<file path="src/include/aec_defines.svh">
/*
 * echo canceller build constants
 * filter length, lane split, LMS step and FIFO sizing
 */
`ifndef AEC_DEFINES_SVH
`define AEC_DEFINES_SVH

`define AEC_TAPS        16  // filter length
`define AEC_LANES       4   // parallel tap lanes, divides AEC_TAPS

// LMS step size as a power of two
`define AEC_MU_SHIFT    6

`define AEC_COEF_FRAC   14  // weight fraction bits
`define AEC_FIFO_DEPTH  16  // entries per FIFO

`endif

</file>
<file path="src/aec_audio_pkg.sv">
/*
 * audio stream types
 * samples, far/mic pairs and FIFO fill counts
 */
package aec_audio_pkg;

  // 16-bit two's complement PCM
  typedef logic signed [15:0] sample_t;

  // one input word: far-end reference plus microphone
  typedef struct packed {
    sample_t far;  // loudspeaker reference
    sample_t mic;  // microphone with echo and near-end speech
  } sample_pair_t;

  // fill count, must hold 0..depth
  typedef logic [4:0] level_t;

endpackage

</file>
<file path="src/aec_filter_pkg.sv">
/*
 * LMS filter types
 * weight and accumulator formats, per-lane control word
 */
`include "aec_defines.svh"

package aec_filter_pkg;

  typedef logic signed [17:0] weight_t;  // Q3.14
  typedef logic signed [39:0] acc_t;     // 16 x 18 products, 16 taps, headroom

  typedef enum logic [1:0] {
    PH_IDLE,
    PH_DOT,    // multiply-accumulate
    PH_UPDATE  // weight adaptation
  } lane_phase_t;

  typedef struct packed {
    lane_phase_t phase;
    logic [1:0]  idx;    // tap within a lane
    logic        first;  // restart accumulator
    logic        adapt;  // update enabled for this sample
  } lane_ctrl_t;

  // one entry per lane
  typedef aec_audio_pkg::sample_t [`AEC_LANES-1:0] lane_x_t;
  typedef acc_t [`AEC_LANES-1:0] lane_acc_t;

endpackage

</file>
<file path="src/tap_shifter.sv">
/*
 * far-end tap delay line
 * shifts in one sample per pop, serves each lane its current tap
 */
`timescale 1ns/1ns
`include "aec_defines.svh"

module tap_shifter (
  input  logic                       clk,
  input  logic                       rst_n,
  input  logic                       shift,
  input  aec_audio_pkg::sample_t     far,
  input  aec_filter_pkg::lane_ctrl_t lane_ctrl,
  output aec_filter_pkg::lane_x_t    lane_x
);
  import aec_audio_pkg::*;

  localparam int LANE_TAPS = `AEC_TAPS / `AEC_LANES;

  sample_t taps_q [`AEC_TAPS];  // taps_q[0] is the newest sample

  always_ff @(posedge clk or negedge rst_n) begin
    if (!rst_n) begin
      for (int i = 0; i < `AEC_TAPS; i++) begin
        taps_q[i] <= '0;
      end
    end else if (shift) begin
      taps_q[0] <= far;
      for (int i = 1; i < `AEC_TAPS; i++) begin
        taps_q[i] <= taps_q[i-1];
      end
    end
  end

  // lane l owns taps l*LANE_TAPS .. l*LANE_TAPS+LANE_TAPS-1
  always_comb begin
    for (int l = 0; l < `AEC_LANES; l++) begin
      if (lane_ctrl.phase == aec_filter_pkg::PH_IDLE) begin
        lane_x[l] = '0;  // keeps the multipliers quiet
      end else begin
        lane_x[l] = taps_q[l*LANE_TAPS + int'(lane_ctrl.idx)];
      end
    end
  end

endmodule
</file>
<file path="config.mk">
export PLATFORM = sky130hd
export DESIGN_NAME = tap_shifter
export DESIGN_NICKNAME = d
export VERILOG_FILES = /design/src/aec_audio_pkg.sv /design/src/aec_filter_pkg.sv /design/src/tap_shifter.sv
export VERILOG_INCLUDE_DIRS = /design/src /design/src/include
export SDC_FILE = /design/constraint.sdc
export NUM_CORES = 1
export LEC_CHECK = 0
export BUFFER_PORTS_ARGS = -buffer_cell sky130_fd_sc_hd__buf_4
export CORE_MARGIN = 4
export CORE_UTILIZATION = 30
export CTS_BUF_LIST = sky130_fd_sc_hd__clkbuf_4
export CTS_CLUSTER_SIZE = 12
export DETAILED_ROUTE_END_ITERATION = 10
export PLACE_DENSITY_LB_ADDON = 0.2
export SLEW_MARGIN = 10
export SYNTH_ARGS = -nofsm -noshare
export SYNTH_HDL_FRONTEND = slang
export SYNTH_SLANG_ARGS = --single-unit
</file>
<file path="constraint.sdc">
create_clock -name clk -period 2 [get_ports clk]
set_clock_uncertainty 0.2 [all_clocks]
set_input_delay 0.2 -clock clk [delete_from_list [all_inputs] [get_ports clk]]
set_output_delay 0.2 -clock clk [all_outputs]
set_load 0.02 [all_outputs]
</file>
==> reports/results.tsv <==
metric	value	unit
outcome	completed	
grt_use_total	0.131	
drt_iter0_drc	198	
dpl.hpwl	15700	um
worstMarginPinSlew	0.417	ns
synth-xor-area-share	0	
synth_top_family_by_area	multiplexers	
cts-buffers-inserted	74	
htreeDepth	3	
muxShareOfSynthArea	0.365	
crit_type	reg -> out	
synthTopCellsByArea	dfrtp_1, mux2_2, mux2i_1	
cts_tree	yes	
powerDensity	1320	nW/um^2
final_nets	1053	
cp_slowest_cell	dfrtp_1	
postRouteAntennaNets	0	
vias	7278	
worstSetupStartpointType	register	
final_max_slew_viol_count	0	
synthArstFlopShare	1.00	
ys_warn_count	0	
portBuffers	86	
peakVddDrop	0.000411	V
drtPass1Iterations	4	
grt_pass1_wl	43200	um
grt_max_degree	74	
syn_area_per_cell	15.0	um^2
design_area	15100	um^2
ys_types	11	
final_util	0.402	
crit_path_cell_trace	mux2i_1 > o22ai_2 > buf_6	
cts.path.max_buffers	3	
hp-class	in -> reg	
worst_setup_path_end_kind	output port	
critPathArrivalTime	1.58	ns
ys_top_cells_by_count	dfrtp_1, mux2_2, mux2i_1	
synth_seq_cells	256	
ff2ff_setup_slack	0.36	ns
path_delay_family	flip-flops	
synthSimpleGateAreaFrac	0	
syn_area	11400	um^2
slew-limit-headroom	0.722	
finalHoldViolations	0	
syn_to_final_growth	32.5	%
fin_crit	1.98	ns
synth_ff_type	dfrtp_1	
largest_register	taps_q	
fmax	0.505	GHz
required	1.60	ns
wire_per_inst	16.9	um
critical_path_buf_inv_count	1	
clock-sinks	256	
cap_viol_max_count	0	
drive_above_1_share	0.555	
via_per_inst	4.60	
p_leak	6.86	nW
critPathMaxStageDelay	0.37	ns
cts_root_buf	clkbuf_4	
first_global_vias	7652	
synth_fp_nets	786	
dieArea	41200	um^2
top_regs	taps_q: 256 flops	
antenna_found_initial	1	
synth_top_area_share	0.562	
synth-compound-area-share	0.0366	
worst-path-max-fanout	3	
min_period_over_period	0.991	
num_rows	71	
setup_viol	0	
rsz0062_at_grt	true	
yosys.area.top_type	dfrtp_1	
wl	26700	um
drc_errors	0	
die_w	203	um
clkTransAtPathRegs	0.06	ns
place_area	12800	um^2
ios	89	
core	37600	um^2
synth-edff-count	0	
synthAdderAreaFrac	0	
start_util	0.303	
die_h	203	um
ys_seq_area_frac	0.562	
synthCells	761	
overflow	0	
clkLatencyLatePin	0.68	ns
place_congestion	0.691	
largest_reg_flops	256	
## power by group
group	total [W]	leakage, nW	switching (W)	internal, W
Clock	0.00498	0.551	0.00214	0.00284
Combinational	0.00639	3.25	0.00257	0.00382
Sequential	0.00856	3.06	0.00139	0.00717
## path summary, 6_finish.rpt
check,to,depth (start not counted),start
min in group asynchronous,taps_q[152],4,rst_n
max in group asynchronous,taps_q[253],4,rst_n
max reg2reg,taps_q[244],3,taps_q[244]
min reg2reg,taps_q[0],1,taps_q[0]
max,lane_x[43],3,taps_q[75]
min,taps_q[236],3,shift
## routing by layer
layer  part of all wire  wire length, um  GRT usage
met5                  0                0          0
met4              0.016              426     0.0415
met3              0.043             1150     0.0366
met2               0.47            12500      0.206
met1               0.47            12600      0.177
## worst reg2reg max path, stage by stage, from the launching register on
cell and delay (ns):
dfrtp_1 0.39, buf_4 0.13, mux2_2 0.24, dlygate4sd3_1 0.55
## cells by family (layout without fill, tap and decap cells)
logic type	Yosys count	after routing
multiplexers	384	384
flip-flops	256	256
buffers and inverters	55	364
other	0	1
AO/OA/AOI/OAI	66	66
## layout by cell type, fill, tap and decap left out
cell type / count
buf_12: 20
buf_4: 149
buf_6: 28
buf_8: 2
bufinv_16: 4
clkbuf_4: 102
clkinv_1: 8
clkinv_2: 1
clkinv_4: 1
clkinvlp_4: 1
dfrtp_1: 256
diode_2: 1
dlygate4sd3_1: 47
inv_2: 1
mux2_2: 256
mux2i_1: 128
o21ai_4: 1
o21bai_4: 1
o22ai_1: 37
o22ai_2: 27
## through the flow
stage	setup slack (ns)	hold WS (ns)	setup TNS, ns	power [W]	instances
finish	0.0186	0.281	0	0.0199	1582
detailed placement	0.275	-0.0937	0	0.0137	1334
CTS	-0.0879	0.187	-1.16	0.0200	1556
global placement	0.271	-0.0931	0	0.0136	1334
floorplan	0.566	-0.296	0	0.0117	761
global route	-0.133	0.228	-3.65	0.0213	1582
## cell type report
cell class                 count  area, um^2
multi-input combinational    450        4770
tap                          511         639
timing repair buffer         246        2330
fill                        3586       22500
sequential                   256        6410
antenna                        1        2.50
clock buffer                 102         766
clock inverter                16         175
## repair_timing
action                                  in CTS  in global routing
pin swaps                                   35                 32
hold endpoints to repair                   512                  0
buffers inserted                            59                 25
gates resized for setup                     51                  3
endpoints found under the setup margin      48                 64
hold buffers                                48                  0
Note: power is estimated with default switching activity, not from simulation.
