<file path="config.mk">
export PLATFORM = sky130hd
export DESIGN_NAME = sample_fifo
export DESIGN_NICKNAME = d
export VERILOG_FILES = /design/src/aec_audio_pkg.sv /design/src/sample_fifo.sv
export SDC_FILE = /design/constraint.sdc
export NUM_CORES = 1
export LEC_CHECK = 0
export CORE_ASPECT_RATIO = 1.75
export CORE_MARGIN = 5
export CORE_UTILIZATION = 31
export CTS_CLUSTER_SIZE = 8
export DETAILED_ROUTE_END_ITERATION = 16
export DONT_BUFFER_PORTS = 1
export HOLD_SLACK_MARGIN = 0.02
export PLACE_DENSITY_LB_ADDON = 0.2
export SYNTH_ARGS = -nofsm -noshare
export SYNTH_HDL_FRONTEND = slang
export SYNTH_SLANG_ARGS = --single-unit
export TNS_END_PERCENT = 30
</file>
<file path="constraint.sdc">
create_clock -name clk -period 2.9 [get_ports clk]
set_clock_uncertainty 0.05 [all_clocks]
set_input_delay 0.29 -clock clk [delete_from_list [all_inputs] [get_ports clk]]
set_output_delay 0.29 -clock clk [all_outputs]
set_load 0.02 [all_outputs]
</file>
<file path="src/aec_audio_pkg.sv">
/*
 * audio stream types
 * samples, far/mic pairs and FIFO fill counts
 */
package aec_audio_pkg;

  // 16-bit two's complement PCM
  typedef logic signed [15:0] sample_t;

  // one input word: far-end reference plus microphone
  typedef struct packed {
    sample_t far;  // loudspeaker reference
    sample_t mic;  // microphone with echo and near-end speech
  } sample_pair_t;

  // fill count, must hold 0..depth
  typedef logic [4:0] level_t;

endpackage

</file>
<file path="src/sample_fifo.sv">
/*
 * synchronous FIFO, first word fall through
 * head word always on rdata, fill level reported
 */
`timescale 1ns/1ns

module sample_fifo #(
  parameter int WIDTH = 16,
  parameter int DEPTH = 16
) (
  input  logic                  clk,
  input  logic                  rst_n,
  input  logic                  push,
  input  logic [WIDTH-1:0]      wdata,
  input  logic                  pop,
  output logic [WIDTH-1:0]      rdata,
  output logic                  empty,
  output logic                  full,
  output aec_audio_pkg::level_t level
);
  import aec_audio_pkg::*;

  localparam int AW = $clog2(DEPTH);

  logic [WIDTH-1:0] mem [DEPTH];
  logic [AW-1:0]    wr_ptr;
  logic [AW-1:0]    rd_ptr;
  level_t           count_q;
  logic             do_push;
  logic             do_pop;

  assign do_push = push && !full;  // strobe while full is dropped
  assign do_pop  = pop && !empty;

  always_ff @(posedge clk) begin
    if (do_push) begin
      mem[wr_ptr] <= wdata;
    end
  end

  always_ff @(posedge clk or negedge rst_n) begin
    if (!rst_n) begin
      wr_ptr  <= '0;
      rd_ptr  <= '0;
      count_q <= '0;
    end else begin
      if (do_push) begin
        wr_ptr <= (wr_ptr == AW'(DEPTH - 1)) ? '0 : wr_ptr + 1'b1;
      end
      if (do_pop) begin
        rd_ptr <= (rd_ptr == AW'(DEPTH - 1)) ? '0 : rd_ptr + 1'b1;
      end
      count_q <= count_q + level_t'(do_push) - level_t'(do_pop);
    end
  end

  assign rdata = mem[rd_ptr];
  assign empty = (count_q == '0);
  assign full  = (count_q == level_t'(DEPTH));
  assign level = count_q;

  // the head word holds until it is popped
  a_head_stable: assert property (@(posedge clk) disable iff (!rst_n)
    (!empty && !pop) |=> $stable(rdata));
  a_no_underflow: assert property (@(posedge clk) disable iff (!rst_n)
    pop |-> !empty);

endmodule

</file>
==> qor.txt <==
Port Buf Inserts - 0
core area - 33900 sq um
slew at the pin with the worst max-slew slack - 0.636 ns
vias in the first global route - 5778
Yosys warnings - 0
gr ovfl total - 0
routed vias - 5284
Initial Util - 31.5%
CP Launch Type - flip-flop
Seq/Total Area, Yosys - 75.2%
Gate Count Post-Synth - 523
share of layout cells above drive strength 1 - 27.5%
power share of the sequential group - 36.5%
Synth Register Bits - 269
Max FO, Critical Path - 18
clk_lat worst skew - 0.51 ns
post-layout min period - 2.80 ns
fill cell count - 3121
drt drc - 0
DRT antenna net count - 0
CTS Buffer Depth - 3
RePlAce Congestion - 0.754
WL final - 26100 um
Min Hold Slack - 0.0387 ns
RSZ-0062 raised after global routing - false
die footprint - 38300 sq um
antenna violations before repair - 0
largest net degree at the start of global routing - 23
fin crit share - 96.5%
CTS buffer count - 39
HP Class - in2reg
Worst EP required - 2.56 ns
average size of a mapped cell - 20.4 sq um
All-Layer GR Usage - 14.1%
switch share - 32.0%
Top Ports - 43
outcome - completed
# diodes - 0
die width - 150 um
H-Tree Level Count - 2
final hold violation count - 0
root buffer cell - clkbuf_16
Pleak - 4.33 nW
Place WS - 0.0360 ns
clk sinks - 269
DR WL/cell - 24.0 um
Comb power frac - 33.8%
Iteration-0 DRC Markers - 273
Yosys top cell area share - 72.2%
PwrDens - 1040 nW/um^2
die height - 255 um
row cnt - 89
internal power - 9.20 mW
synthesized area - 10700 sq um
Design Power - 13.5 mW
relative slew slack - 57.4%
Arr. time, crit path - 2.46 ns
Vias/cell - 4.86
Crit Path Class - reg2out
number of distinct library cells after synthesis - 36
NetSw - 4.33 mW
worst setup margin - 0.101 ns
Max VDD drop - 546 uV
Final setup viols - 0
Layout area overhead - 21.6%
R2R Setup Slk - 0.13 ns
clock-pin transition on the worst setup and hold timing paths - 0.05 ns
fmax - 0.357 GHz
Syn Nets - 555
first-pass GRT wire length - 38900 um
Clk network pwr share - 29.7%
Yosys top cell by area - edfxtp_1
nets - 650
ranking of synthesized cells by area - edfxtp_1 (72%), mux4_2 (10%), mux2i_1 (4.5%)
Slew Viols, Final - 0
DRT Pass-1 Iters - 4
dpl hpwl - 15400 um
maxcap violations - 0
Crit. End Element - primary output
CTS tree - done
## cell type report
| class | count | area (sq um) | share of cell area, % |
|---|---|---|---|
| multi-input cells | 211 | 2460 | 19.0 |
| clock buffers | 52 | 1050 | 8.08 |
| flip-flops and latches | 269 | 8020 | 61.9 |
| repair buffers | 83 | 771 | 5.95 |
| clock inverters | 3 | 30.0 | 0.232 |
| well taps | 455 | 569 | 4.40 |
| inverters | 14 | 52.6 | 0.406 |
## power groups by stage
stage,registers (mW),clock network [mW],logic [mW]
2_1_floorplan,4.91,0,2.78
3_3_place_gp,5.08,0,4.34
3_5_place_dp,5.12,0,4.39
4_1_cts,4.99,4.14,4.62
5_1_grt,4.98,4.31,4.94
6_report,4.94,4.02,4.57
## flip-flops by register name (all words and copies together) (netlist names)
name / cells
level: 5
mem: 256
rd_ptr: 4
wr_ptr: 4
## cell usage after synthesis, drive strengths merged
library cell  count
nor3b             2
nor2b             2
and4bb            1
mux2i            48
a21o              1
clkbuf           12
a31oi             1
or4b              1
and2             10
edfxtp          256
nor2              7
a32o              1
nand3             5
ha               11
nand2             4
xor2              2
a21oi             3
a22oi            16
mux2              2
a32oi            16
o21ai            20
inv              14
xnor2             4
o31ai             1
dfrtp            13
fa                1
nor4              4
mux4             48
buf              17
## worst paths after layout
kind | from | end | cells after the start
max | rd_ptr[0] | rdata[7] | 5
min | pop | rd_ptr[2] | 3
max reg2reg | level[3] | level[4] | 12
min reg2reg | rd_ptr[2] | rd_ptr[2] | 1
max in group asynchronous | rst_n | rd_ptr[1] | 1
min in group asynchronous | rst_n | rd_ptr[0] | 1
## layer usage
metal | global-route usage (%) | up-vias | share of wire, %
li1 | - | 2332 | -
met1 | 17.0 | 2763 | 38
met2 | 25.0 | 142 | 53
met3 | 2.64 | 47 | 5.4
met4 | 5.08 | 0 | 2.9
met5 | 0 | - | 0
## cells by family (layout without fill, tap and decap cells)
logic type               after synthesis  after routing  share of synthesized area (%)
multiplexers                          98             98                           14.9
buffers and inverters                 43            152                           2.01
AND/OR/NAND/NOR                       36             36                           2.02
AO/OA/AOI/OAI                         59             59                           3.82
flip-flops                           269            269                           75.2
XOR/XNOR                               6              6                          0.493
adder cells (fa/ha/maj)               12             12                           1.48
## layout by cell type (no fill, tap or decap), drive strengths merged
| cell type | instances |
|---|---|
| edfxtp | 256 |
| buf | 65 |
| clkbuf | 52 |
| mux4 | 48 |
| mux2i | 48 |
| o21ai | 20 |
| dlygate4sd3 | 18 |
| a22oi | 16 |
| a32oi | 16 |
| inv | 15 |
| dfrtp | 13 |
| ha | 11 |
| and2 | 10 |
| nor2 | 7 |
| nand3 | 5 |
| xnor2 | 4 |
| nor4 | 4 |
| nand2 | 4 |
| a21oi | 3 |
| nor2b | 2 |
| xor2 | 2 |
| mux2 | 2 |
| nor3b | 2 |
| clkinv | 2 |
| or4b | 1 |
| and4bb | 1 |
| a21o | 1 |
| a31oi | 1 |
| a32o | 1 |
| o31ai | 1 |
| fa | 1 |
## what timing repair did
item | CTS | global route
resized for setup | 1 | 3
pin swaps | 0 | 1
endpoints found under the setup margin | 8 | 4
hold buffers | 18 | 0
setup buffers | 3 | 2
hold endpoints to repair | 270 | 0
## metrics by stage
step	utilization (%)	setup TNS, ns	area, sq um	cells
2_1_floorplan	-	-32.67	10700	523
3_3_place_gp	34.3	0	11600	1009
3_5_place_dp	34.3	0	11600	1009
4_1_cts	38.2	0	12900	1085
5_1_grt	38.3	0	12900	1087
6_report	38.3	0	12900	1087
## worst max-delay path, stage by stage (launching register included)
cell and delay [ns]:
dfrtp_4 0.53, buf_12 0.22, mux4_2 0.53, a32oi_1 0.19
o21ai_0 0.22, buf_4 0.24
(Power assumes the default switching activity.)
