File: src/include/aec_defines.svh
/*
 * echo canceller build constants
 * filter length, lane split, LMS step and FIFO sizing
 */
`ifndef AEC_DEFINES_SVH
`define AEC_DEFINES_SVH

`define AEC_TAPS        16  // filter length
`define AEC_LANES       4   // parallel tap lanes, divides AEC_TAPS

// LMS step size as a power of two
`define AEC_MU_SHIFT    6

`define AEC_COEF_FRAC   14  // weight fraction bits
`define AEC_FIFO_DEPTH  16  // entries per FIFO

`endif

File: src/aec_audio_pkg.sv
/*
 * audio stream types
 * samples, far/mic pairs and FIFO fill counts
 */
package aec_audio_pkg;

  // 16-bit two's complement PCM
  typedef logic signed [15:0] sample_t;

  // one input word: far-end reference plus microphone
  typedef struct packed {
    sample_t far;  // loudspeaker reference
    sample_t mic;  // microphone with echo and near-end speech
  } sample_pair_t;

  // fill count, must hold 0..depth
  typedef logic [4:0] level_t;

endpackage

File: src/aec_filter_pkg.sv
/*
 * LMS filter types
 * weight and accumulator formats, per-lane control word
 */
`include "aec_defines.svh"

package aec_filter_pkg;

  typedef logic signed [17:0] weight_t;  // Q3.14
  typedef logic signed [39:0] acc_t;     // 16 x 18 products, 16 taps, headroom

  typedef enum logic [1:0] {
    PH_IDLE,
    PH_DOT,    // multiply-accumulate
    PH_UPDATE  // weight adaptation
  } lane_phase_t;

  typedef struct packed {
    lane_phase_t phase;
    logic [1:0]  idx;    // tap within a lane
    logic        first;  // restart accumulator
    logic        adapt;  // update enabled for this sample
  } lane_ctrl_t;

  // one entry per lane
  typedef aec_audio_pkg::sample_t [`AEC_LANES-1:0] lane_x_t;
  typedef acc_t [`AEC_LANES-1:0] lane_acc_t;

endpackage

File: src/tap_lane.sv
/*
 * one LMS tap lane
 * owns a slice of weights, MACs in the dot phase, adapts in the update phase
 */
`timescale 1ns/1ns
`include "aec_defines.svh"

module tap_lane (
  input  logic                       clk,
  input  logic                       rst_n,
  input  aec_filter_pkg::lane_ctrl_t lane_ctrl,
  input  aec_audio_pkg::sample_t     x,
  input  aec_audio_pkg::sample_t     err,
  output aec_filter_pkg::acc_t       acc
);
  import aec_filter_pkg::*;

  localparam int LANE_TAPS = `AEC_TAPS / `AEC_LANES;

  // weight_t limits in the update adder width
  localparam logic signed [32:0] W_MAX = 33'sd131071;
  localparam logic signed [32:0] W_MIN = -33'sd131072;

  weight_t            w_q [LANE_TAPS];
  acc_t               acc_q;
  acc_t               acc_base;
  weight_t            w_cur;
  weight_t            w_sat;
  logic signed [33:0] mac_prod;  // w * x
  logic signed [31:0] upd_prod;  // err * x
  logic signed [32:0] w_sum;

  assign w_cur    = w_q[lane_ctrl.idx];
  assign mac_prod = w_cur * x;
  assign upd_prod = err * x;
  assign w_sum    = w_cur + (upd_prod >>> `AEC_MU_SHIFT);
  assign acc_base = lane_ctrl.first ? acc_t'(0) : acc_q;

  always_comb begin
    if (w_sum > W_MAX) begin
      w_sat = weight_t'(W_MAX);
    end else if (w_sum < W_MIN) begin
      w_sat = weight_t'(W_MIN);
    end else begin
      w_sat = w_sum[17:0];
    end
  end

  always_ff @(posedge clk or negedge rst_n) begin
    if (!rst_n) begin
      acc_q <= '0;
      for (int i = 0; i < LANE_TAPS; i++) begin
        w_q[i] <= '0;
      end
    end else begin
      if (lane_ctrl.phase == PH_DOT) begin
        acc_q <= acc_base + acc_t'(mac_prod);
      end
      if (lane_ctrl.phase == PH_UPDATE && lane_ctrl.adapt) begin
        w_q[lane_ctrl.idx] <= w_sat;
      end
    end
  end

  assign acc = acc_q;

  a_idx_in_lane: assert property (@(posedge clk) disable iff (!rst_n)
    (lane_ctrl.phase != PH_IDLE) |-> (int'(lane_ctrl.idx) < LANE_TAPS));
  // the sequencer only enters update for a sample popped with lms_on high
  a_update_adapt: assert property (@(posedge clk) disable iff (!rst_n)
    (lane_ctrl.phase == PH_UPDATE) |-> lane_ctrl.adapt);

endmodule

File: config.mk
export PLATFORM = sky130hd
export DESIGN_NAME = tap_lane
export DESIGN_NICKNAME = d
export VERILOG_FILES = /design/src/aec_audio_pkg.sv /design/src/aec_filter_pkg.sv /design/src/tap_lane.sv
export VERILOG_INCLUDE_DIRS = /design/src /design/src/include
export SDC_FILE = /design/constraint.sdc
export NUM_CORES = 2
export LEC_CHECK = 0
export BUFFER_PORTS_ARGS = -buffer_cell sky130_fd_sc_hd__buf_2
export CAP_MARGIN = 20
export CORE_ASPECT_RATIO = 0.6
export CORE_MARGIN = 2
export CORE_UTILIZATION = 30
export CTS_CLUSTER_SIZE = 28
export DETAILED_ROUTE_END_ITERATION = 12
export PLACE_DENSITY = 0.47
export REMOVE_ABC_BUFFERS = 1
export SLEW_MARGIN = 20
export SYNTH_ARGS = -nofsm -noshare
export SYNTH_HDL_FRONTEND = slang
export SYNTH_SLANG_ARGS = --single-unit
File: constraint.sdc
create_clock -name clk -period 9.29 [get_ports clk]
set_input_delay 0.929 -clock clk [delete_from_list [all_inputs] [get_ports clk]]
set_output_delay 0.929 -clock clk [all_outputs]
set_load 0.01 [all_outputs]
==> metrics.txt <==
H-tree Lvls=3; initial antenna violation count=5; synthesized area=between 20000 and 30000 um^2; Rel. slew slack=34.2%; Critical-path top delay cell=fa_1; number of global-route vias before repair=about 21000; status=complete, no violations; Largest stage delay, worst path=between 0.5 and 0.6 ns; CTS max path bufs=2; WS Path Type=in -> reg; final worst path period share=94.3%; Layout Nets=about 4000; GRT met3 Usage=between 2 and 3%; final WL=78.4 mm; num rows=87; post-detailed-placement half-perimeter wirelength=~67 mm; via count=slightly below 20000; Top Usage Layer GRT=met1; Antenna Violating Nets Remaining=0; unrepaired setup endpoints after global routing=false; Worst-Skew Late Latency=between 0.4 and 0.5 ns; Hold/Removal Path Class=reg -> reg; num ports=80; Worst Path Arrival=9.04 ns; maximum number of pins on one net before global-route repair=77; post-CTS setup buffer count=0; TritonCTS clock tree=yes; Hold Vio Cnt, Final=0; vias per cell=about 4.5; Post-synth top cells=626 x inv_1, 614 x fa_1, 425 x nand2_1; DR iter-0 viols=around 1300; Area Overhead vs Synth=9.62%; top cells by area, synth=fa_1 43%, dfrtp_1 9.9%, ha_1 9.8%, inv_1 8.3%, nand2_1 5.6%; yosys warns=0; Clock transition at path regs=0.08 ns; Root Buffer=clkbuf_16; Main synth FF type=dfrtp_1; syn avg cell area=between 9 and 10 um^2; hold_buf cts=0; sequential area share after synthesis=approximately 9.9%; global routing usage on met1=a little under a third; Synth top area share=a little over two fifths; drt drc=0; IO Port Bufs=79; CTS buffer count=9; Initial Utilization=between 30% and 40%; CORE AREA=93700 um^2; total grt overflow=0; chip width=approximately 400 um; ratio of cells with drive above 1 in the final layout=8.23%; clock skew=0.0238 ns; critical-path maximum fanout=10; Crit path top cell by count=fa_1; max-cap violation count=0; Worst Setup Start Kind=input pin; Slew @ Worst Pin=around 0.99 ns; cell count after synthesis=slightly above 3000; Final Max Slew Viols=0; register bit count reported by yosys=~110; die area=96800 um^2; Highest Clock Rate=roughly 0.11 GHz; Final Setup Violations=0; Total GRT Usage=between 10% and 20%; Fillers=9781; Finished Core Util=around a third; cell with the most instances after synthesis=inv_1; setup_tns=0 ns; CTS resizes=0; Critical Path RT=~9.6 ns; distinct cell type count after synthesis=64; minimum clock period=between 8 and 9 ns; CTS sink cnt=112; global-route wire length before repair=130 mm; number of synthesized flops with an enable pin=0; Placer Congestion=between 0.8 and 0.9; Async SR Flop Fraction=between 90% and 100%; met2 usage=a little over a fifth; ant diodes=0; DIE HEIGHT=around 240 um; wire per inst=between 15 and 20 um; area leader, netlist=fa_1; crit end category=flip-flop; first drt pass iteration count=5
[through the flow]
stage	hold WS, ns	area [um^2]	setup slack, ns	cells
after floorplan	0.445	27800	0.855	2900
after global placement	0.463	30700	0.0602	4342
after detailed placement	0.469	30700	0.0160	4342
after CTS	0.489	31000	0.416	4358
after global routing	0.506	31000	0.0140	4358
final	0.484	31000	0.531	4358
[cell usage in the layout (no fill, tap or decap), types with 18 or more instances in the layout]
| cell | n |
|---|---|
| nor2_1 | 75 |
| o21ai_1 | 43 |
| buf_4 | 116 |
| mux4_2 | 18 |
| a21oi_1 | 60 |
| nand2b_1 | 33 |
| nor2b_1 | 51 |
| buf_2 | 75 |
| o21ai_0 | 91 |
| a21o_1 | 42 |
| and2_1 | 225 |
| fa_1 | 614 |
| dfrtp_1 | 112 |
| xnor2_1 | 63 |
| inv_1 | 626 |
| nand2_1 | 425 |
| xor2_1 | 35 |
| ha_1 | 222 |
| nor3_1 | 24 |
[worst max-delay path: cells and delay by family]
family	cells	cell delay (ns)
compound gates	14	2.39
xor+xnor	2	0.34
fa+ha+maj	8	3.55
buf+inv	6	0.84
simple gates	4	0.93
[flip-flops by register name, indices dropped and copies added, names as in the netlist]
name	count
w_q	72
acc	40
[routing by layer]
metal  vias to the layer above  share of wire [%]
met5                         -              0.017
met4                         2               0.49
met3                        27                6.3
met2                       497                 35
met1                      9984                 58
li1                       9317                  -
[area by class of cell]
class                           count  area [um^2]  area share [%]
Clock inverter                      7         93.8           0.303
Inverter                          626         2350            7.58
Clock buffer                        9          225           0.726
Timing Repair Buffer              196         1300            4.19
Multi-Input combinational cell   2162        22700            73.1
Sequential cell                   112         2800            9.04
Tap cell                         1246         1560            5.03
[path summary, 6_finish.rpt]
check	startpoint	endpoint	slack (ns)	cells past startpoint
hold / removal	w_q[40]$_DFFE_PN0P_	w_q[40]$_DFFE_PN0P_	0.48	2
max in group asynchronous	rst_n	w_q[11]$_DFFE_PN0P_	7.27	2
hold reg to reg	w_q[40]$_DFFE_PN0P_	w_q[40]$_DFFE_PN0P_	0.48	2
setup reg to reg	w_q[60]$_DFFE_PN0P_	acc[35]$_DFFE_PN0N_	1.64	22
setup / recovery	x[2]	w_q[22]$_DFFE_PN0P_	0.53	34
min in group asynchronous	rst_n	acc[26]$_DFFE_PN0N_	0.54	1
[logic make-up after synthesis]
family	Yosys count	synth area share, %
AOI/OAI and AO/OA	326	7.23
adders and majority gates	836	53.3
DFF	112	9.91
buffers and inverters	749	9.96
muxes	26	1.75
and+or+nand+nor	876	14.8
xor gates and xnor gates	98	3.03
Power is left out: the tool's default activity adds up to more than one toggle a clock period on the data nets, which glitch-free logic cannot reach.
