### src/include/aec_defines.svh
/*
 * echo canceller build constants
 * filter length, lane split, LMS step and FIFO sizing
 */
`ifndef AEC_DEFINES_SVH
`define AEC_DEFINES_SVH

`define AEC_TAPS        16  // filter length
`define AEC_LANES       4   // parallel tap lanes, divides AEC_TAPS

// LMS step size as a power of two
`define AEC_MU_SHIFT    6

`define AEC_COEF_FRAC   14  // weight fraction bits
`define AEC_FIFO_DEPTH  16  // entries per FIFO

`endif

### src/aec_audio_pkg.sv
/*
 * audio stream types
 * samples, far/mic pairs and FIFO fill counts
 */
package aec_audio_pkg;

  // 16-bit two's complement PCM
  typedef logic signed [15:0] sample_t;

  // one input word: far-end reference plus microphone
  typedef struct packed {
    sample_t far;  // loudspeaker reference
    sample_t mic;  // microphone with echo and near-end speech
  } sample_pair_t;

  // fill count, must hold 0..depth
  typedef logic [4:0] level_t;

endpackage

### src/aec_filter_pkg.sv
/*
 * LMS filter types
 * weight and accumulator formats, per-lane control word
 */
`include "aec_defines.svh"

package aec_filter_pkg;

  typedef logic signed [17:0] weight_t;  // Q3.14
  typedef logic signed [39:0] acc_t;     // 16 x 18 products, 16 taps, headroom

  typedef enum logic [1:0] {
    PH_IDLE,
    PH_DOT,    // multiply-accumulate
    PH_UPDATE  // weight adaptation
  } lane_phase_t;

  typedef struct packed {
    lane_phase_t phase;
    logic [1:0]  idx;    // tap within a lane
    logic        first;  // restart accumulator
    logic        adapt;  // update enabled for this sample
  } lane_ctrl_t;

  // one entry per lane
  typedef aec_audio_pkg::sample_t [`AEC_LANES-1:0] lane_x_t;
  typedef acc_t [`AEC_LANES-1:0] lane_acc_t;

endpackage

### src/lms_sequencer.sv
/*
 * per-sample sequencer
 * pop, dot product, error combine and optional weight update
 */
`timescale 1ns/1ns
`include "aec_defines.svh"

module lms_sequencer (
  input  logic                       clk,
  input  logic                       rst_n,
  input  logic                       in_empty,
  input  aec_audio_pkg::level_t      out_level,
  input  logic                       lms_on,
  output logic                       pop,
  output logic                       shift,
  output aec_filter_pkg::lane_ctrl_t lane_ctrl,
  output logic                       combine
);
  import aec_audio_pkg::*;
  import aec_filter_pkg::*;

  localparam logic [1:0] LAST_IDX = 2'(`AEC_TAPS / `AEC_LANES - 1);

  typedef enum logic [2:0] {S_WAIT, S_POP, S_DOT, S_COMB, S_UPD} seq_state_t;

  seq_state_t state_q;
  logic [1:0] cnt_q;    // tap index and combine cycle count
  logic       adapt_q;
  logic       start;

  // leave room for the one sample in flight
  assign start = !in_empty && (out_level < level_t'(`AEC_FIFO_DEPTH - 1));

  always_ff @(posedge clk or negedge rst_n) begin
    if (!rst_n) begin
      state_q <= S_WAIT;
      cnt_q   <= '0;
      adapt_q <= 1'b0;
    end else begin
      case (state_q)
        S_WAIT: begin
          if (start) begin
            state_q <= S_POP;
          end
        end
        S_POP: begin
          adapt_q <= lms_on;  // held for the whole sample
          cnt_q   <= '0;
          state_q <= S_DOT;
        end
        S_DOT: begin
          cnt_q <= cnt_q + 2'd1;
          if (cnt_q == LAST_IDX) begin
            cnt_q   <= '0;
            state_q <= S_COMB;
          end
        end
        S_COMB: begin
          cnt_q <= cnt_q + 2'd1;
          if (cnt_q == 2'd1) begin  // err is ready now
            cnt_q   <= '0;
            state_q <= adapt_q ? S_UPD : S_WAIT;
          end
        end
        S_UPD: begin
          cnt_q <= cnt_q + 2'd1;
          if (cnt_q == LAST_IDX) begin
            cnt_q   <= '0;
            state_q <= S_WAIT;
          end
        end
        default: state_q <= S_WAIT;
      endcase
    end
  end

  always_comb begin
    pop             = (state_q == S_POP);
    combine         = (state_q == S_COMB) && (cnt_q == 2'd0);
    lane_ctrl.idx   = cnt_q;
    lane_ctrl.first = (state_q == S_DOT) && (cnt_q == 2'd0);
    lane_ctrl.adapt = adapt_q;
    case (state_q)
      S_DOT:   lane_ctrl.phase = PH_DOT;
      S_UPD:   lane_ctrl.phase = PH_UPDATE;
      default: lane_ctrl.phase = PH_IDLE;
    endcase
  end

  assign shift = pop;  // far sample enters the delay line with the pop

  a_pop_has_data: assert property (@(posedge clk) disable iff (!rst_n)
    pop |-> !in_empty);

endmodule

### config.mk
export PLATFORM = sky130hd
export DESIGN_NAME = lms_sequencer
export DESIGN_NICKNAME = d
export VERILOG_FILES = /design/src/aec_audio_pkg.sv /design/src/aec_filter_pkg.sv /design/src/lms_sequencer.sv
export VERILOG_INCLUDE_DIRS = /design/src /design/src/include
export SDC_FILE = /design/constraint.sdc
export NUM_CORES = 1
export LEC_CHECK = 0
export BUFFER_PORTS_ARGS = -buffer_cell sky130_fd_sc_hd__buf_4
export CORE_AREA = 2 2 39 41
export CTS_CLUSTER_SIZE = 10
export DETAILED_ROUTE_END_ITERATION = 10
export DIE_AREA = 0 0 41 43
export SYNTH_ARGS = -nofsm -noshare
export SYNTH_HDL_FRONTEND = slang
export SYNTH_SLANG_ARGS = --single-unit
### constraint.sdc
create_clock -name clk -period 1.45 [get_ports clk]
set_input_delay 0.145 -clock clk [delete_from_list [all_inputs] [get_ports clk]]
set_output_delay 0.145 -clock clk [all_outputs]
set_load 0.1 [all_outputs]
==> summary.md, run 1 <==
| Metric | Value |
|---|---|
| Core region area | 1380 µm² |
| Post-layout min period | around 1.4 ns |
| Overflow left after global routing | 0 |
| Clock network latency to the later pin of the worst-skew pair | 0.25 ns |
| Total track usage | between 10% and 20% |
| Number of global-route vias before repair | between 400 and 500 |
| Area share of and/or/nand/nor cells after synthesis | a little under a third |
| Maximum number of pins on one net before global-route repair | 9 |
| Worst clock skew | between 0.005 and 0.006 ns |
| Root Buffer | clkbuf_4 |
| Leading cell type by number of instances after synthesis | dfrtp_1 |
| Top cells by count, synth | 6 x dfrtp_1, 4 x and2_1, 4 x ha_1 |
| Post-synthesis compound-gate area fraction | 10.2% |
| FMAX | ~700 MHz |
| Final period util | between 90 and 100% |
| Net count after synthesis | 63 |
| Starting density of the core | 34.5% |
| Outcome | finished clean |
| Detail Placement HPWL | 880 µm |
| Proportion of synthesized chip area in sequential cells | a little under a third |
| PortBufs | 17 |
| Reported max-cap violation count | 0 |
| Xor and xnor fraction of the mapped netlist area | 0% |
| Htree depth | 1 |
| Minimum setup slack among reg-to-reg paths | 0.06 ns |
| Detail-routed via count per cell | just under 5 |
| Horizontal die dimension | roughly 40 µm |
| Fraction of registers with async set/reset | 100% |
| Number of sinks handled by clock tree synthesis | 6 |
| Area delta synth->final | 69.6% |
| Critical path start-end classification | register to output port |
| Global-route wire length before repair | just under 2000 µm |
| Top-level I/O count | 18 |
| Count of state elements after synthesis | 6 |
| Mean post-synth cell area | about 9.6 µm² |
| Floorplan die area | approximately 1800 µm² |
| Main combinational cell family by area after synthesis | simple AND/OR/NAND/NOR gates |
| Sequential cell area | 161 µm² |
| Slew at the pin with the worst max-slew slack | between 0.2 and 0.3 ns |
| Starting DRC count in detailed routing | 6 |
| First-pass iteration count of the detailed router | 4 |
| Ant. Diodes | 0 |
| DP Worst Slack | 0.116 ns |
| Number of enable-type register cells in the synthesized netlist | 0 |
| RSZ-0062 raised after global routing | true |
| Multi-input logic area | around 320 µm² |
| Combined area of all synthesized cells | roughly 480 µm² |
| Count of final max-slew check failures | 0 |
| Yosys top cell by area | dfrtp_1 |
| Die H | roughly 43 µm |
| Number of fill cells in the layout | 122 |
| Final weighted congestion in routability-driven placement | roughly 0.74 |
| Required time at the endpoint of the critical path | ~1.3 ns |
| Vias after detailed routing | 462 |
| Post-detailed-route wirelength per cell | roughly 13 µm |
| Initial antenna violation count | 0 |
| Type of the most critical hold path | input port to register |
| Crit path max fanout | 5 |
| Gate count of the mapped netlist | 50 |
| Dominant register cell in the synthesized netlist | dfrtp_1 |
| Critical Path AT | about 1.3 ns |
| TritonCTS clock tree | built |
| Yosys warns | 0 |
| Setup Viol. Count Final | 0 |
| Routed wire length | 1230 µm |
| Post-route core utilization | just under 60% |
| Hold Vio Cnt, Final | 0 |
| Clock Pin Slew Worst Setup and Hold Paths | 0.06 ns |
| Share of cells above drive strength 1 | roughly three fifths |
| Post-layout worst setup margin | 0.0188 ns |
| Maximum root-to-sink buffer count | 2 |
| Post-synthesis adder-cell area fraction | roughly a tenth |
| Num CTS Buffers | 3 |
| Site row count | 14 |
| Number of nets with antenna violations after detailed routing | 0 |
| Yosys top cell area share | about a third |
| Remaining DRCs | 0 |
| Layout Nets | 91 |
| Synth top area cells | dfrtp_1 31%, ha_1 10%, and2_1 5.2% |
| Relative slew slack | roughly four fifths |
| Distinct cell type count after synthesis | 30 |
| Kind of capture point of the worst setup path | output port |
| Startpoint type of the worst setup path | register |
| Mux share of post-synthesis cell area | 6.54% |
[metrics by stage]
| step | TNS (ns) | hold slack, ns | cells | cell area (µm²) |
|---|---|---|---|---|
| global placement | 0 | -0.0365 | 83 | 676 |
| finish | 0 | 0.123 | 93 | 811 |
| CTS | -0.0578 | 0.114 | 91 | 766 |
| floorplan | -1.77 | -0.151 | 50 | 536 |
| global route | -0.115 | 0.116 | 93 | 811 |
| detailed placement | 0 | -0.0371 | 83 | 676 |
[per-layer routing]
metal / up-vias / GRT usage [%] / part of all wire, %
met3: 4 / 1.57 / 2.8
met1: 215 / 19.6 / 44
met2: 14 / 26.9 / 50
met5: - / 0 / 0
met4: 0 / 14.0 / 2.8
li1: 229 / - / -
[worst max-delay path, stage by stage, from the launching register on]
cell and delay (ns):
dfrtp_2 0.46, and3b_1 0.25, and2_4 0.15, buf_12 0.16
[kinds of logic (layout without fill, tap and decap cells)]
family	after synthesis	in the layout
muxes	3	3
DFF	6	6
AOI/OAI and AO/OA	7	7
buffers and inverters	8	35
and+or+nand+nor	22	22
adders and majority gates	4	4
[final cells by class]
type / count / area share (%)
tap: 16 / 2.47
sequential: 6 / 19.9
clock buffer: 4 / 3.24
inverter: 3 / 1.70
multi-input combinational: 36 / 40.0
timing repair buffer: 28 / 32.7
[cells in the final DEF (no fill, tap or decap), types with 2 or more instances in the layout]
| cell type | n |
|---|---|
| buf_12 | 3 |
| nand2_1 | 3 |
| dfrtp_2 | 3 |
| buf_4 | 22 |
| buf_8 | 2 |
| mux2i_1 | 2 |
| nor3b_4 | 2 |
| nor4b_2 | 2 |
| and2_4 | 2 |
| nand3_1 | 2 |
| clkbuf_4 | 3 |
| dfrtp_4 | 2 |
| ha_1 | 3 |
[path summary, 6_finish.rpt]
kind | from | endpoint | depth (start not counted)
max | state_q[2]$_DFFE_PN0P_ | combine | 3
min | lms_on | adapt_q$_DFFE_PN0P_ | 2
max reg2reg | cnt_q[0]$_DFFE_PN0P_ | cnt_q[0]$_DFFE_PN0P_ | 5
min reg2reg | adapt_q$_DFFE_PN0P_ | adapt_q$_DFFE_PN0P_ | 1
max in group asynchronous | rst_n | cnt_q[1]$_DFFE_PN0P_ | 2
min in group asynchronous | rst_n | cnt_q[0]$_DFFE_PN0P_ | 2
[what timing repair did]
action                                  4_1_cts  5_1_grt
endpoints found under the setup margin        6        7
endpoints found under the hold margin         6        0
setup buffers                                 3        2
resized for setup                             9        7
pin swaps                                     0        2
hold buffers                                  1        0
[registers in the layout, indices dropped and copies added (netlist names)]
register  count
cnt_q         2
state_q       3
adapt_q       1
Power of run 1 is left out: the tool's default activity adds up to more than one toggle a clock period on the data nets, which glitch-free logic cannot reach.
==> run 2: changes to the inputs <==
REMOVE_ABC_BUFFERS = 1   (was not set)
==> run 2 against run 1 <==
Against the previous run:
- register-to-register slack improved by 0.12 ns
- core utilization down 4.8 points
- count of clock-buffer cells in the layout shrank 1
- wire length down 16%
- sequential share of layout area is 0.76 points higher
- non-clock buffer count is 1 lower
==> summary.md, run 2 (same netlist as run 1, synthesis figures left out) <==
| Metric | Value |
|---|---|
| Outcome | finished clean (unchanged) |
| Number of global-route vias before repair | 420 (was 448) |
| DP Worst Slack | 0.111 ns (was 0.116 ns) |
| Number of sinks handled by clock tree synthesis | 6 (unchanged) |
| Hold Vio Cnt, Final | 0 (unchanged) |
| Maximum number of pins on one net before global-route repair | 11 (was 9) |
| Vias after detailed routing | 463 (was 462) |
| Setup Viol. Count Final | 0 (unchanged) |
| Initial antenna violation count | 0 (unchanged) |
| Site row count | 14 (unchanged) |
| First-pass iteration count of the detailed router | 4 (unchanged) |
| Total track usage | 14.1% (was 17.2%) |
| Count of final max-slew check failures | 0 (unchanged) |
| Final period util | 98.7% (about the same) |
| FMAX | 699 MHz (about the same) |
| Clock Pin Slew Worst Setup and Hold Paths | 0.05 ns (was 0.06 ns) |
| Type of the most critical hold path | input port to register (unchanged) |
| Floorplan die area | 1760 µm² (unchanged) |
| Share of cells above drive strength 1 | 54.7% (was 61.0%) |
| Endpoint of the worst hold-timing path | adapt_q$_DFFE_PN0P_ (unchanged) |
| Critical path start-end classification | register to output port (unchanged) |
| Starting density of the core | 34.5% (unchanged) |
| Path depth of the worst reg2reg path | 5 (unchanged) |
| Most common cell after layout, fill and taps aside | buf_4 (unchanged) |
| Detail Placement HPWL | 755 µm (was 880 µm) |
| Overflow left after global routing | 0 (unchanged) |
| Core region area | 1380 µm² (unchanged) |
| Startpoint of the worst hold path | lms_on (unchanged) |
| Layout Nets | 90 (was 91) |
| Startpoint type of the worst setup path | register (unchanged) |
| Num CTS Buffers | 3 (unchanged) |
| Relative slew slack | 83.0% (was 81.5%) |
| Remaining DRCs | 0 (unchanged) |
| Reported max-cap violation count | 0 (unchanged) |
| R2r endpoint | cnt_q[1]$_DFFE_PN0P_ (was cnt_q[0]$_DFFE_PN0P_) |
| Kind of capture point of the worst setup path | output port (unchanged) |
| Top-level I/O count | 18 (unchanged) |
| Post-layout worst setup margin | 0.0192 ns (was 0.0188 ns) |
| Detail-routed via count per cell | 5.09 (was 4.97) |
| Htree depth | 1 (unchanged) |
| Post-detailed-route wirelength per cell | 11.4 µm (was 13.2 µm) |
| Source of the worst register-to-register timing path | cnt_q[1]$_DFFE_PN0P_ (was cnt_q[0]$_DFFE_PN0P_) |
| TritonCTS clock tree | built (unchanged) |
| Placed inst area | 617 µm² (was 676 µm²) |
| Number of nets with antenna violations after detailed routing | 0 (unchanged) |
| RSZ-0062 raised after global routing | true (unchanged) |
| Die H | 43 µm (unchanged) |
| Crit path max fanout | 5 (unchanged) |
| Highest-count cells in the layout ignoring fill and taps | 21 x buf_4, 4 x ha_1 |
| Root Buffer | clkbuf_4 (unchanged) |
| Critical Path AT | 1.29 ns (about the same) |
| Top reg by flops | state_q (unchanged) |
| Post-route cell area | 744 µm² (was 811 µm²) |
| Starting DRC count in detailed routing | 2 (was 6) |
| Clock network latency to the later pin of the worst-skew pair | 0.25 ns (about the same) |
| Area delta synth->final | 55.8% (was 69.6%) |
| Post-route core utilization | 53.8% (was 58.6%) |
| Global-route wire length before repair | 1680 µm (was 1950 µm) |
| Max FFs per register | 3 (unchanged) |
| Maximum root-to-sink buffer count | 2 (unchanged) |
| PortBufs | 17 (unchanged) |
| Slew at the pin with the worst max-slew slack | 0.251 ns (was 0.279 ns) |
| Minimum setup slack among reg-to-reg paths | 0.18 ns (was 0.06 ns) |
| Required time at the endpoint of the critical path | 1.31 ns (about the same) |
| Post-layout min period | 1.43 ns (about the same) |
| Hold Crit Depth | 2 (unchanged) |
| Largest registers ranked by flip-flop count | state_q x3, cnt_q x2, adapt_q x1 (unchanged) |
| Final weighted congestion in routability-driven placement | 0.732 (was 0.736) |
| Ant. Diodes | 0 (unchanged) |
| Horizontal die dimension | 41 µm (unchanged) |
| Routed wire length | 1030 µm (was 1230 µm) |
| Worst clock skew | 0.00372 ns (was 0.00514 ns) |
## run 2: cell count changes in the layout (fill, tap and decap cells not counted), moves of 2 or more
cell | previous run | this run
buf_6 | 0 | 3
buf_8 | 2 | 0
dfrtp_1 | 1 | 3
dfrtp_4 | 2 | 0
## run 2: repair_timing
item | CTS | global route
hold buffers | 1 | 0
setup buffers | 1 | 4
pin swaps | 1 | 1
endpoints found under the hold margin | 6 | 0
endpoints found under the setup margin | 6 | 6
resized for setup | 10 | 8
## run 2: how the worst max path moves through the flow
| stage | start | endpoint | slack, ns |
|---|---|---|---|
| 2_1_floorplan | state_q[2]$_DFFE_PN0P_ | lane_ctrl[1] | -2.44 |
| 3_3_place_gp | state_q[2]$_DFFE_PN0P_ | combine | 0.12 |
| 3_5_place_dp | state_q[2]$_DFFE_PN0P_ | combine | 0.11 |
| 4_1_cts | state_q[1]$_DFFE_PN0P_ | pop | -0.03 |
| 5_1_grt | state_q[1]$_DFFE_PN0P_ | lane_ctrl[1] | -0.02 |
| 6_report | state_q[2]$_DFFE_PN0P_ | combine | 0.02 |
## run 2: cell type report
cell class	instances	area, µm²
Clock buffer	3	22.5
Fill cell	138	639
Sequential cell	6	154
Tap cell	16	20.0
Inverter	3	11.3
Timing Repair Buffer	27	241
Multi-Input combinational cell	36	295
## run 2: critical path, stage by stage (launching register included)
cell and delay (ns):
dfrtp_2 0.45, and3b_2 0.27, and2_4 0.15, buf_12 0.16
## run 2: through the flow
stage / setup TNS (ns) / hold slack [ns] / instances
2_1_floorplan: -11.47 / -0.151 / 45
3_3_place_gp: 0 / -0.0391 / 82
3_5_place_dp: 0 / -0.0394 / 82
4_1_cts: -0.0597 / 0.125 / 87
5_1_grt: -0.0464 / 0.122 / 91
6_report: 0 / 0.127 / 91
## run 2: per-layer routing
| layer | up-vias | wire [µm] | global-route usage, % |
|---|---|---|---|
| met5 | - | 0 | 0 |
| met4 | 0 | 14 | 10.0 |
| met3 | 2 | 33 | 1.57 |
| met2 | 15 | 519 | 20.3 |
| met1 | 219 | 466 | 18.6 |
| li1 | 227 | - | - |
Power of run 2 is left out for the same reason.
